File: src/verilog/stq_pkg.sv
package stq_pkg;

  localparam int ADDR_W   = 32;
  localparam int DATA_W   = 32;
  localparam int SEL_W    = 4;
  localparam int CMT_ID_W = 6;

  // store size as issued by the pipeline
  typedef enum logic [1:0] {
    SIZE_BYTE = 2'd0,
    SIZE_HALF = 2'd1,
    SIZE_WORD = 2'd2
  } st_size_e;

  typedef enum logic [1:0] {
    ST_FREE        = 2'd0,
    ST_WAIT_COMMIT = 2'd1,
    ST_COMMITTED   = 2'd2,
    ST_DEAD        = 2'd3  // flushed, popped without bus cycle
  } entry_state_e;

  typedef struct packed {
    logic [ADDR_W-1:0]   addr;
    st_size_e            size;
    logic [DATA_W-1:0]   data;  // low bits significant
    logic [CMT_ID_W-1:0] cmt_id;
  } st_req_t;

  typedef struct packed {
    logic [ADDR_W-3:0]   word_addr;
    logic [SEL_W-1:0]    sel;
    logic [DATA_W-1:0]   data;  // already on its byte lanes
    logic [CMT_ID_W-1:0] cmt_id;
    logic                misaligned;
  } stq_entry_t;

  // wishbone classic, master to slave
  typedef struct packed {
    logic              cyc;
    logic              stb;
    logic              we;
    logic [ADDR_W-3:0] adr;
    logic [DATA_W-1:0] dat;
    logic [SEL_W-1:0]  sel;
  } wb_m2s_t;

endpackage
File: src/verilog/stq_top.sv
module stq_top #(
  parameter int DEPTH = 4
) (
  input  logic                          i_clk,
  input  logic                          i_reset_n,
  input  logic                          i_st_valid,
  input  stq_pkg::st_req_t              i_st_req,
  input  logic                          i_commit_valid,
  input  logic [stq_pkg::CMT_ID_W-1:0]  i_commit_cmt_id,
  input  logic                          i_flush,
  input  logic                          i_wb_ack,
  output logic                          o_st_ready,
  output stq_pkg::wb_m2s_t              o_wb
);

  logic                  stage_valid;
  stq_pkg::stq_entry_t   stage_entry;
  logic                  ring_ready;
  logic                  head_valid;
  stq_pkg::entry_state_e head_state;
  stq_pkg::stq_entry_t   head_entry;
  logic                  head_pop;

  // ------------------------------
  // producer, buffer, consumer
  // ------------------------------
  stq_req_stage req_stage_i (
    .i_clk         (i_clk),
    .i_reset_n     (i_reset_n),
    .i_st_valid    (i_st_valid),
    .i_st_req      (i_st_req),
    .i_flush       (i_flush),
    .i_ring_ready  (ring_ready),
    .o_st_ready    (o_st_ready),
    .o_stage_valid (stage_valid),
    .o_stage_entry (stage_entry)
  );

  stq_entry_ring #(.DEPTH(DEPTH)) entry_ring_i (
    .i_clk           (i_clk),
    .i_reset_n       (i_reset_n),
    .i_wr_valid      (stage_valid),
    .i_wr_entry      (stage_entry),
    .i_commit_valid  (i_commit_valid),
    .i_commit_cmt_id (i_commit_cmt_id),
    .i_flush         (i_flush),
    .i_head_pop      (head_pop),
    .o_wr_ready      (ring_ready),
    .o_head_valid    (head_valid),
    .o_head_state    (head_state),
    .o_head_entry    (head_entry)
  );

  stq_drain drain_i (
    .i_clk        (i_clk),
    .i_reset_n    (i_reset_n),
    .i_head_valid (head_valid),
    .i_head_state (head_state),
    .i_head_entry (head_entry),
    .i_wb_ack     (i_wb_ack),
    .o_head_pop   (head_pop),
    .o_wb         (o_wb)
  );

endmodule

File: src/verilog/stq_drain.sv
module stq_drain (
  input  logic                  i_clk,
  input  logic                  i_reset_n,
  input  logic                  i_head_valid,
  input  stq_pkg::entry_state_e i_head_state,
  input  stq_pkg::stq_entry_t   i_head_entry,
  input  logic                  i_wb_ack,
  output logic                  o_head_pop,
  output stq_pkg::wb_m2s_t      o_wb
);

  typedef enum logic [1:0] {
    DR_IDLE  = 2'd0,
    DR_WRITE = 2'd1,
    DR_POP   = 2'd2
  } drain_state_e;

  drain_state_e                   r_state;
  logic [stq_pkg::ADDR_W-3:0]     r_adr;
  logic [stq_pkg::DATA_W-1:0]     r_dat;
  logic [stq_pkg::SEL_W-1:0]      r_sel;
  logic                           w_do_write;
  logic                           w_do_drop;

  assign w_do_write = i_head_valid && (i_head_state == stq_pkg::ST_COMMITTED) &&
                      !i_head_entry.misaligned;
  assign w_do_drop  = i_head_valid && ((i_head_state == stq_pkg::ST_DEAD) ||
                      ((i_head_state == stq_pkg::ST_COMMITTED) && i_head_entry.misaligned));

  always_ff @(posedge i_clk, negedge i_reset_n) begin
    if (!i_reset_n) begin
      r_state <= DR_IDLE;
    end else begin
      case (r_state)
        DR_IDLE: begin
          if (w_do_write) r_state <= DR_WRITE;
          else if (w_do_drop) r_state <= DR_POP;  // no bus cycle
        end
        DR_WRITE: begin
          if (i_wb_ack) r_state <= DR_POP;
        end
        default: r_state <= DR_IDLE;
      endcase
    end
  end

  // bus payload, latched as the cycle starts
  always_ff @(posedge i_clk) begin
    if (r_state == DR_IDLE && w_do_write) begin
      r_adr <= i_head_entry.word_addr;
      r_dat <= i_head_entry.data;
      r_sel <= i_head_entry.sel;
    end
  end

  assign o_head_pop = (r_state == DR_POP);

  always_comb begin
    o_wb.cyc = (r_state == DR_WRITE);
    o_wb.stb = (r_state == DR_WRITE);
    o_wb.we  = (r_state == DR_WRITE);
    o_wb.adr = r_adr;
    o_wb.dat = r_dat;
    o_wb.sel = r_sel;
  end

endmodule

File: src/verilog/stq_entry_ring.sv
module stq_entry_ring #(
  parameter int DEPTH = 4
) (
  input  logic                          i_clk,
  input  logic                          i_reset_n,
  input  logic                          i_wr_valid,
  input  stq_pkg::stq_entry_t           i_wr_entry,
  input  logic                          i_commit_valid,
  input  logic [stq_pkg::CMT_ID_W-1:0]  i_commit_cmt_id,
  input  logic                          i_flush,
  input  logic                          i_head_pop,
  output logic                          o_wr_ready,
  output logic                          o_head_valid,
  output stq_pkg::entry_state_e         o_head_state,
  output stq_pkg::stq_entry_t           o_head_entry
);

  localparam int PTR_W = $clog2(DEPTH);

  stq_pkg::stq_entry_t   r_entries [DEPTH];
  stq_pkg::entry_state_e r_state   [DEPTH];
  logic [PTR_W-1:0]      r_head;
  logic [PTR_W-1:0]      r_tail;
  logic [PTR_W:0]        r_count;
  logic                  w_wr;

  assign o_wr_ready = (r_count != (PTR_W+1)'(DEPTH));
  assign w_wr       = i_wr_valid && o_wr_ready;

  // ------------------------------
  // pointers and occupancy
  // ------------------------------
  always_ff @(posedge i_clk, negedge i_reset_n) begin
    if (!i_reset_n) begin
      r_head  <= '0;
      r_tail  <= '0;
      r_count <= '0;
    end else begin
      if (w_wr) begin
        r_tail <= r_tail + 1'b1;  // wraps, DEPTH is a power of two
      end
      if (i_head_pop) begin
        r_head <= r_head + 1'b1;
      end
      case ({w_wr, i_head_pop})
        2'b10:   r_count <= r_count + 1'b1;
        2'b01:   r_count <= r_count - 1'b1;
        default: r_count <= r_count;
      endcase
    end
  end

  // ------------------------------
  // per-entry state
  // ------------------------------
  always_ff @(posedge i_clk, negedge i_reset_n) begin
    if (!i_reset_n) begin
      for (int i = 0; i < DEPTH; i++) begin
        r_state[i] <= stq_pkg::ST_FREE;
      end
    end else begin
      for (int i = 0; i < DEPTH; i++) begin
        if (w_wr && (r_tail == PTR_W'(i))) begin
          r_state[i] <= i_flush ? stq_pkg::ST_DEAD : stq_pkg::ST_WAIT_COMMIT;
        end else if (i_head_pop && (r_head == PTR_W'(i))) begin
          r_state[i] <= stq_pkg::ST_FREE;
        end else if (r_state[i] == stq_pkg::ST_WAIT_COMMIT) begin
          // flush beats a commit on the same edge
          if (i_flush) begin
            r_state[i] <= stq_pkg::ST_DEAD;
          end else if (i_commit_valid && (i_commit_cmt_id == r_entries[i].cmt_id)) begin
            r_state[i] <= stq_pkg::ST_COMMITTED;
          end
        end
      end
    end
  end

  // payload
  always_ff @(posedge i_clk) begin
    if (w_wr) begin
      r_entries[r_tail] <= i_wr_entry;
    end
  end

  assign o_head_valid = (r_count != '0);
  assign o_head_state = r_state[r_head];
  assign o_head_entry = r_entries[r_head];

endmodule

File: src/verilog/stq_req_stage.sv
module stq_req_stage (
  input  logic                i_clk,
  input  logic                i_reset_n,
  input  logic                i_st_valid,
  input  stq_pkg::st_req_t    i_st_req,
  input  logic                i_flush,
  input  logic                i_ring_ready,
  output logic                o_st_ready,
  output logic                o_stage_valid,
  output stq_pkg::stq_entry_t o_stage_entry
);

  stq_pkg::stq_entry_t         w_entry;
  stq_pkg::stq_entry_t         r_entry;
  logic                        r_valid;
  logic                        w_accept;
  logic [1:0]                  w_off;
  logic [stq_pkg::DATA_W-1:0]  w_data_masked;

  assign w_off      = i_st_req.addr[1:0];
  assign o_st_ready = !r_valid || i_ring_ready;  // empty, or ring takes ours now
  assign w_accept   = i_st_valid && o_st_ready;

  // lane alignment
  always_comb begin
    w_entry.word_addr  = i_st_req.addr[stq_pkg::ADDR_W-1:2];
    w_entry.cmt_id     = i_st_req.cmt_id;
    case (i_st_req.size)
      stq_pkg::SIZE_BYTE: begin
        w_entry.sel        = 4'b0001 << w_off;
        w_entry.misaligned = 1'b0;
        w_data_masked      = stq_pkg::DATA_W'(i_st_req.data[7:0]);
      end
      stq_pkg::SIZE_HALF: begin
        w_entry.sel        = 4'b0011 << w_off;
        w_entry.misaligned = w_off[0];  // odd address
        w_data_masked      = stq_pkg::DATA_W'(i_st_req.data[15:0]);
      end
      default: begin
        w_entry.sel        = 4'b1111;
        w_entry.misaligned = |w_off;
        w_data_masked      = i_st_req.data;
      end
    endcase
    w_entry.data = w_data_masked << {w_off, 3'b000};
  end

  always_ff @(posedge i_clk, negedge i_reset_n) begin
    if (!i_reset_n) begin
      r_valid <= 1'b0;
    end else if (i_flush) begin
      r_valid <= 1'b0;
    end else if (w_accept) begin
      r_valid <= 1'b1;
    end else if (i_ring_ready) begin
      r_valid <= 1'b0;
    end
  end

  always_ff @(posedge i_clk) begin
    if (w_accept) r_entry <= w_entry;
  end

  assign o_stage_valid = r_valid;
  assign o_stage_entry = r_entry;

endmodule

File: config.mk
export PLATFORM = sky130hd
export DESIGN_NAME = stq_top
export DESIGN_NICKNAME = d
export VERILOG_FILES = /design/src/verilog/stq_pkg.sv /design/src/verilog/stq_top.sv /design/src/verilog/stq_drain.sv /design/src/verilog/stq_entry_ring.sv /design/src/verilog/stq_req_stage.sv
export SDC_FILE = /design/constraint.sdc
export NUM_CORES = 1
export LEC_CHECK = 0
export ABC_AREA = 1
export BUFFER_PORTS_ARGS = -buffer_cell sky130_fd_sc_hd__buf_2
export CELL_PAD_IN_SITES_DETAIL_PLACEMENT = 1
export CELL_PAD_IN_SITES_GLOBAL_PLACEMENT = 1
export CORE_MARGIN = 8
export CORE_UTILIZATION = 45
export CTS_BUF_LIST = sky130_fd_sc_hd__clkbuf_4 sky130_fd_sc_hd__clkbuf_8
export DETAILED_ROUTE_END_ITERATION = 8
export HOLD_SLACK_MARGIN = 0.03
export PLACE_DENSITY_LB_ADDON = 0.1
export SYNTH_ARGS = -nofsm -noshare
export SYNTH_HDL_FRONTEND = slang
export SYNTH_SLANG_ARGS = --single-unit
File: constraint.sdc
create_clock -name i_clk -period 2.7 [get_ports i_clk]
set_clock_uncertainty 0.1 [all_clocks]
set_input_delay 0.405 -clock i_clk [delete_from_list [all_inputs] [get_ports i_clk]]
set_output_delay 0.405 -clock i_clk [all_outputs]
set_load 0.01 [all_outputs]
* Yosys cells after proc, flatten, opt, wreduce, memory -nomap -nowiden
Memory sizes are Yosys's and may differ from the RTL's.
Cells that the tools add are included.
W data, S select, Z words.
** Storage, ports and cells
- Flip-flop bits (word level) :: 157
- RAM bits :: 292
- Input port bits :: 84
- Output and inout port bits :: 70
- Word-level logic and storage cells :: 132
- Memories :: 1
** Cells by class
- Add/subtract/negate cells :: 4
- $lt $le $gt $ge :: 1
- Equality and inequality tests :: 24
- Shift-type cells :: 3
- Muxes and demuxes :: 37
- Bitwise operators :: 1
- Reduce and logical (&&, ||, !) cells :: 44
** Memory list
- entry_ring_i.r_entries :: depth 4, bits a word 73, read ports 5, clocked after memory_dff 0, wr ports 1, line stq_entry_ring.sv:20 : stq_pkg::stq_entry_t r_entries [DEPTH];
** Operators with widths (number)
- $pmux W32 S2 :: 1
- $mux W2 :: 26
- $shl A32 B5 Y32 :: 1
- $eq A6 B6 Y1 :: 4
- $logic_and A1 B1 Y1 :: 19
- $eq A2 B1 Y1 const B :: 9
- $reduce_bool A3 Y1 :: 6
- $eq A2 B2 Y1 const B :: 8
- $reduce_bool A4 Y1 :: 4
- $reduce_and A2 Y1 :: 5
- $logic_not A2 Y1 :: 4
- $pmux W4 S2 :: 1
- $pmux W3 S2 :: 1
- $mux W1 :: 5
- $add A2 B1 Y2 const B :: 2
- $bmux W2 S2 :: 1
- $pmux W2 S2 :: 1
- $shl A1 B2 Y4 const A :: 1
- $shl A2 B2 Y4 const A :: 1
- $add A3 B1 Y3 const B :: 1
- $ge A3 B3 Y1 const B :: 1
- $ne A3 B1 Y1 const B :: 1
- $ne A3 B3 Y1 const B :: 1
- $not A2 Y3 :: 1
- other kinds (7) :: 9

* Logic depth before layout (Yosys ltp)
- Depth after elaboration :: 11
- Depth in mapped cells :: 11
- Depth with buffers taken out :: 10

* Hierarchy
From an unflattened synthesis, not the netlist that was laid out.
** Second synthesis, totals
- Cell total of the unflattened synthesis :: 1308
- Area, all modules :: 17518.1 um^2
** Modules (own cells, without submodules)
- stq_entry_ring :: instances 1, cells each 963, area an instance 12271.8 um^2
- stq_req_stage :: instances 1, cells each 255, area an instance 3114.2 um^2
- stq_drain :: instances 1, cells each 90, area an instance 2132.0 um^2

* Worst setup path after synthesis
No wires, ideal clock.
- Path kind :: register -> register
- Start :: register entry_ring_i.r_head[0]
- End :: register drain_i.r_adr[0] (netlist name), enable pin
- Data arrival time :: 2.327 ns
- Data required time :: 2.180 ns
- Path slack :: -0.147 ns
- Stages on the path, launching flop included :: 7
- Path buffers :: 1
- Clock period less this slack :: 2.847 ns
- Path through :: dfrtp_1 -> buf_6 -> a21oi_1 -> o21ai_0 -> a21oi_2 -> nand2_2 -> inv_1
** Between the ends
- Cells in the longest elaborated chain, start to end :: 8
- Elaborated cells on any way between the ends :: 10
- Those cells by class :: eq/ne (1); mux (3); bitwise (1); reduce/logical (4); memory (1)
** Ends and longest elaborated chain
- from (decl) :: line stq_entry_ring.sv:22 : logic [PTR_W-1:0] r_head;
- from (signal assigned) :: line stq_entry_ring.sv:43 : r_head <= r_head + 1'b1;
- $not A2 Y3 (not written as such) :: line stq_entry_ring.sv:87 : assign o_head_state = r_state[r_head];
- $bmux W2 S2 :: line stq_entry_ring.sv:87
- $mux W2 (not written as such) (2 in series) :: line stq_entry_ring.sv:87
- $eq A2 B2 Y1 :: line stq_drain.sv:25 : assign w_do_write = i_head_valid && (i_head_state == stq_pkg::ST_COMMITTED) &&
- $logic_and A1 B1 Y1 :: line stq_drain.sv:25
- $logic_and A1 B1 Y1 * :: line stq_drain.sv:25
- $logic_and A1 B1 Y1 * :: line stq_drain.sv:49 : if (r_state == DR_IDLE && w_do_write) begin
- to (signal assigned) :: line stq_drain.sv:50 : r_adr <= i_head_entry.word_addr;
- to (decl) :: line stq_drain.sv:19 : logic [stq_pkg::ADDR_W-3:0] r_adr;
Mark *: on every way between the ends. The rest lies on a longest branch, timed or not. The select of a mux whose other input is x is not followed.
A chain may end at the register's enable or synchronous reset.

* Worst setup path after layout
- Start :: register entry_ring_i.r_head[1]
- End :: register drain_i.r_dat[18] (netlist name), enable pin
** Between the ends
- Cells in the longest elaborated chain, start to end :: 8
- Elaborated cells on any way between the ends :: 10
- Those cells by class :: eq/ne (1); mux (3); bitwise (1); reduce/logical (4); memory (1)
** Ends and longest elaborated chain
- $not A2 Y3 (not written as such) :: line stq_entry_ring.sv:87
- $bmux W2 S2 :: line stq_entry_ring.sv:87
- $mux W2 (not written as such) (2 in series) :: line stq_entry_ring.sv:87
- $eq A2 B2 Y1 :: line stq_drain.sv:25
- $logic_and A1 B1 Y1 :: line stq_drain.sv:25
- $logic_and A1 B1 Y1 * :: line stq_drain.sv:25
- $logic_and A1 B1 Y1 * :: line stq_drain.sv:49
- to (signal assigned) :: line stq_drain.sv:51 : r_dat <= i_head_entry.data;
- to (decl) :: line stq_drain.sv:20 : logic [stq_pkg::DATA_W-1:0] r_dat;
Marks and branches as above.

==> impl_metrics.csv <==
group,metric,value,unit
worst_setup_path,startpoint,"entry_ring_i.r_head[1]$_DFFE_PN0N_",
placed_design,post-place-ws,0.406,ns
synth,syn_inst,1180,
synth,ys_ff_latch,449,
drt,routed-via-count,10334,
placed_design,gp_congestion,0.781,
worst_setup_path,crit_type,"flop to flop",
synth,yosysTopAreaCell,"edfxtp_1",
clock_tree,hold_buffers,51,
placed_design,port_buffers,153,
clock_tree,cts_made_buffers,75,
synth,async_flop_share,4.01,%
placed_design,post_dp_cell_area,18300,sq um
hold_path,hold_start,"i_st_req[38]",
job,drv_cap,0,
synth,synth_edf_count,431,
worst_setup_path,endpoint_kind,"flop",
drt,wirelength,41900,microns
worst_setup_path,ff2ff_setup_slack,0.41,ns
clock_tree,insertion_delay,0.61,ns
global_route,grt_max_degree,86,
global_route,grt_pass1_vias,11106,
global_route,overflow,0,
clock_tree,cts_root_buf,"clkbuf_8",
timing,timing.final.crit_period,2.29,ns
synth,synth_flop_cell,"edfxtp_1",
power,p_leak,7.39,nW
worst_setup_path,crit_arrival,2.42,ns
clock_tree,clk_pin_slew,0.06,ns
placed_design,dpl.hpwl,25000,microns
global_route,antenna_found_initial,1,
synth,ys_seq_area_share,78.9,%
timing,setup_viol,0,
clock_tree,cts.repair.resized,0,
synth,synth_top_area_share,76.3,%
cells_and_area,fill_cells,3688,
power,power_density,1010,nW/um^2
synth,yosysUniqueCellTypes,37,
clock_tree,clk_path_buf_depth,3,
drt,drt-initial-drc-count,624,
synth,avgSynthCellArea,14.4,sq um
drt,wl_per_cell,21.0,microns
timing,tightest_slew,0.920,ns
cells_and_area,stdcell_area,20400,sq um
timing,fmax,436,MHz
timing,slew_headroom,38.7,%
synth,ys_warn_count,0,
worst_setup_path,worst-path-max-fanout,36,
synth,yosysMostFrequentCell,"edfxtp_1",
synth,synth_area_leaders,"edfxtp_1 (76%), o21ai_0 (4.2%), nor2_1 (3.8%), nand2_1 (2.9%), dfrtp_1 (2.7%)",
cells_and_area,finalNetCount,1522,
timing,timing.final.crit_share,84.9,%
timing,setup_ws,0.407,ns
global_route,grt_pass1_wl,64700,microns
cells_and_area,antennaDiodeCount,0,
die,row_count,71,
timing,hold_ws,0.0600,ns
timing,hold_violations,0,
drt,firstDrtPassIters,6,
die,ios,154,
die,die_w,210,microns
synth,synth_common_cells,"edfxtp_1 (431), nor2_1 (172), o21ai_0 (141)",
worst_setup_path,r2r-start,"entry_ring_i.r_head[1]$_DFFE_PN0N_",
clock_tree,cts-htree-levels,3,
timing,report.final.slew_viol_count,0,
die,die_h,210,microns
worst_setup_path,worstPathRequired,2.83,ns
drt,detail-route-antenna-nets,0,
cells_and_area,register_area,13400,sq um
hold_path,hp-class,"input pin to flop",
outcome,status,"complete, no violations",
clock_tree,cts_tree,"done",
cells_and_area,drive_above_1_share,21.8,%
clock_tree,cts_setup_buffers,0,
drt,drc,0,
die,start_util,45.4,%
cells_and_area,multi_input_area,3020,sq um
timing,finalSetupTns,0,ns
cells_and_area,area_delta_synth_final,20.1,%
die,dieArea,44200,sq um
timing,rsz0062_at_grt,"false",
power,ir_drop,512,uV
die,core_area,37400,sq um
worst_setup_path,start_kind,"flop",
clock_tree,clkSinkCount,449,
synth,netlist_area,17000,sq um
cells_and_area,final_util,54.5,%
drt,drt-vias-per-instance,5.18,
synth,synth_nets,1274,
global_route,grt_use_total,19.0,%
==> logic make-up after synthesis <==
logic type               count (synthesis)  share of synthesized area, %
AND/OR/NAND/NOR                        353                          8.50
XOR/XNOR                                 8                         0.413
buffers and inverters                  117                          3.29
AO/OA/AOI/OAI                          243                          8.09
adder cells (fa/ha/maj)                 10                         0.782
flip-flops                             449                          78.9
==> cells in the final DEF (no fill, tap or decap), types with 7 or more instances in the layout <==
| cell | netlist | layout |
|---|---|---|
| buf_12 | 0 | 8 |
| buf_2 | 16 | 153 |
| buf_4 | 5 | 14 |
| clkbuf_4 | 0 | 24 |
| clkbuf_8 | 0 | 81 |
| clkinv_1 | 1 | 11 |
| clkinv_2 | 0 | 10 |
| clkinvlp_4 | 0 | 7 |
| dfrtp_1 | 18 | 16 |
| dlygate4sd3_1 | 0 | 51 |
| edfxtp_1 | 431 | 431 |
| ha_1 | 9 | 9 |
| inv_1 | 55 | 49 |
| nand2_1 | 130 | 130 |
| nand3_1 | 15 | 15 |
| nand4_1 | 19 | 19 |
| nor2_1 | 172 | 172 |
| o21ai_0 | 141 | 141 |
| o21ai_1 | 11 | 11 |
| o221ai_1 | 16 | 16 |
| o22ai_1 | 66 | 66 |
==> routing by layer <==
layer	vias up	wire length (microns)	track usage (%)
li1	4829	-	-
met1	5221	18700	24.3
met2	210	20600	31.9
met3	72	1790	4.16
met4	2	835	6.12
met5	-	12	0
==> registers in the layout, summed over array words and instances (netlist names) <==
| signal | cells |
|---|---|
| entry_ring_i.r_entries | 292 |
| req_stage_i.o_stage_entry | 73 |
| drain_i.r_dat | 32 |
| drain_i.r_adr | 30 |
| entry_ring_i.r_state | 8 |
| drain_i.r_sel | 4 |
| entry_ring_i.r_count | 3 |
| drain_i.r_state | 2 |
| entry_ring_i.r_head | 2 |
| entry_ring_i.r_tail | 2 |
| req_stage_i.o_stage_valid | 1 |
==> critical path, cell delays in order (launching register included) <==
cell,delay [ns]
dfrtp_2,0.63
inv_2,0.12
nor2_2,0.15
o21ai_2,0.07
a21oi_2,0.17
nand2_2,0.11
clkinvlp_4,0.08
buf_4,0.47
==> power breakdown <==
group          switching (mW)  internal, mW  total (mW)  leakage, nW
Combinational            3.28          1.41        4.68         2.38
Clock                    2.66          3.49        6.14        0.807
Sequential              0.529          9.20        9.73         4.20
==> area by class of cell <==
type	instances	area share (%)
inverter	62	1.24
clock inverter	27	1.18
sequential	449	65.7
timing repair buffer	226	7.56
multi-input combinational	614	14.8
tap	511	3.14
clock buffer	105	6.35
==> path summary, 6_finish.rpt <==
check | end | cells past startpoint
min reg2reg | entry_ring_i.r_entries[2][71]$_DFFE_PP_ | 0
max reg2reg | drain_i.r_dat[18]$_DFFE_PP_ | 7
max in group asynchronous | entry_ring_i.r_head[0]$_DFFE_PN0N_ | 2
max | drain_i.r_dat[18]$_DFFE_PP_ | 7
min | req_stage_i.o_stage_entry[40]$_SDFFCE_PP1P_ | 3
min in group asynchronous | entry_ring_i.r_tail[0]$_DFFE_PN0P_ | 2
==> stage by stage <==
step / std cells / power (mW)
5_1_grt: 1994 / 21.6
6_report: 1994 / 20.6
3_5_place_dp: 1811 / 14.6
4_1_cts: 1994 / 20.9
3_3_place_gp: 1811 / 14.4
2_1_floorplan: 1180 / 12.8
(Power assumes the default switching activity.)
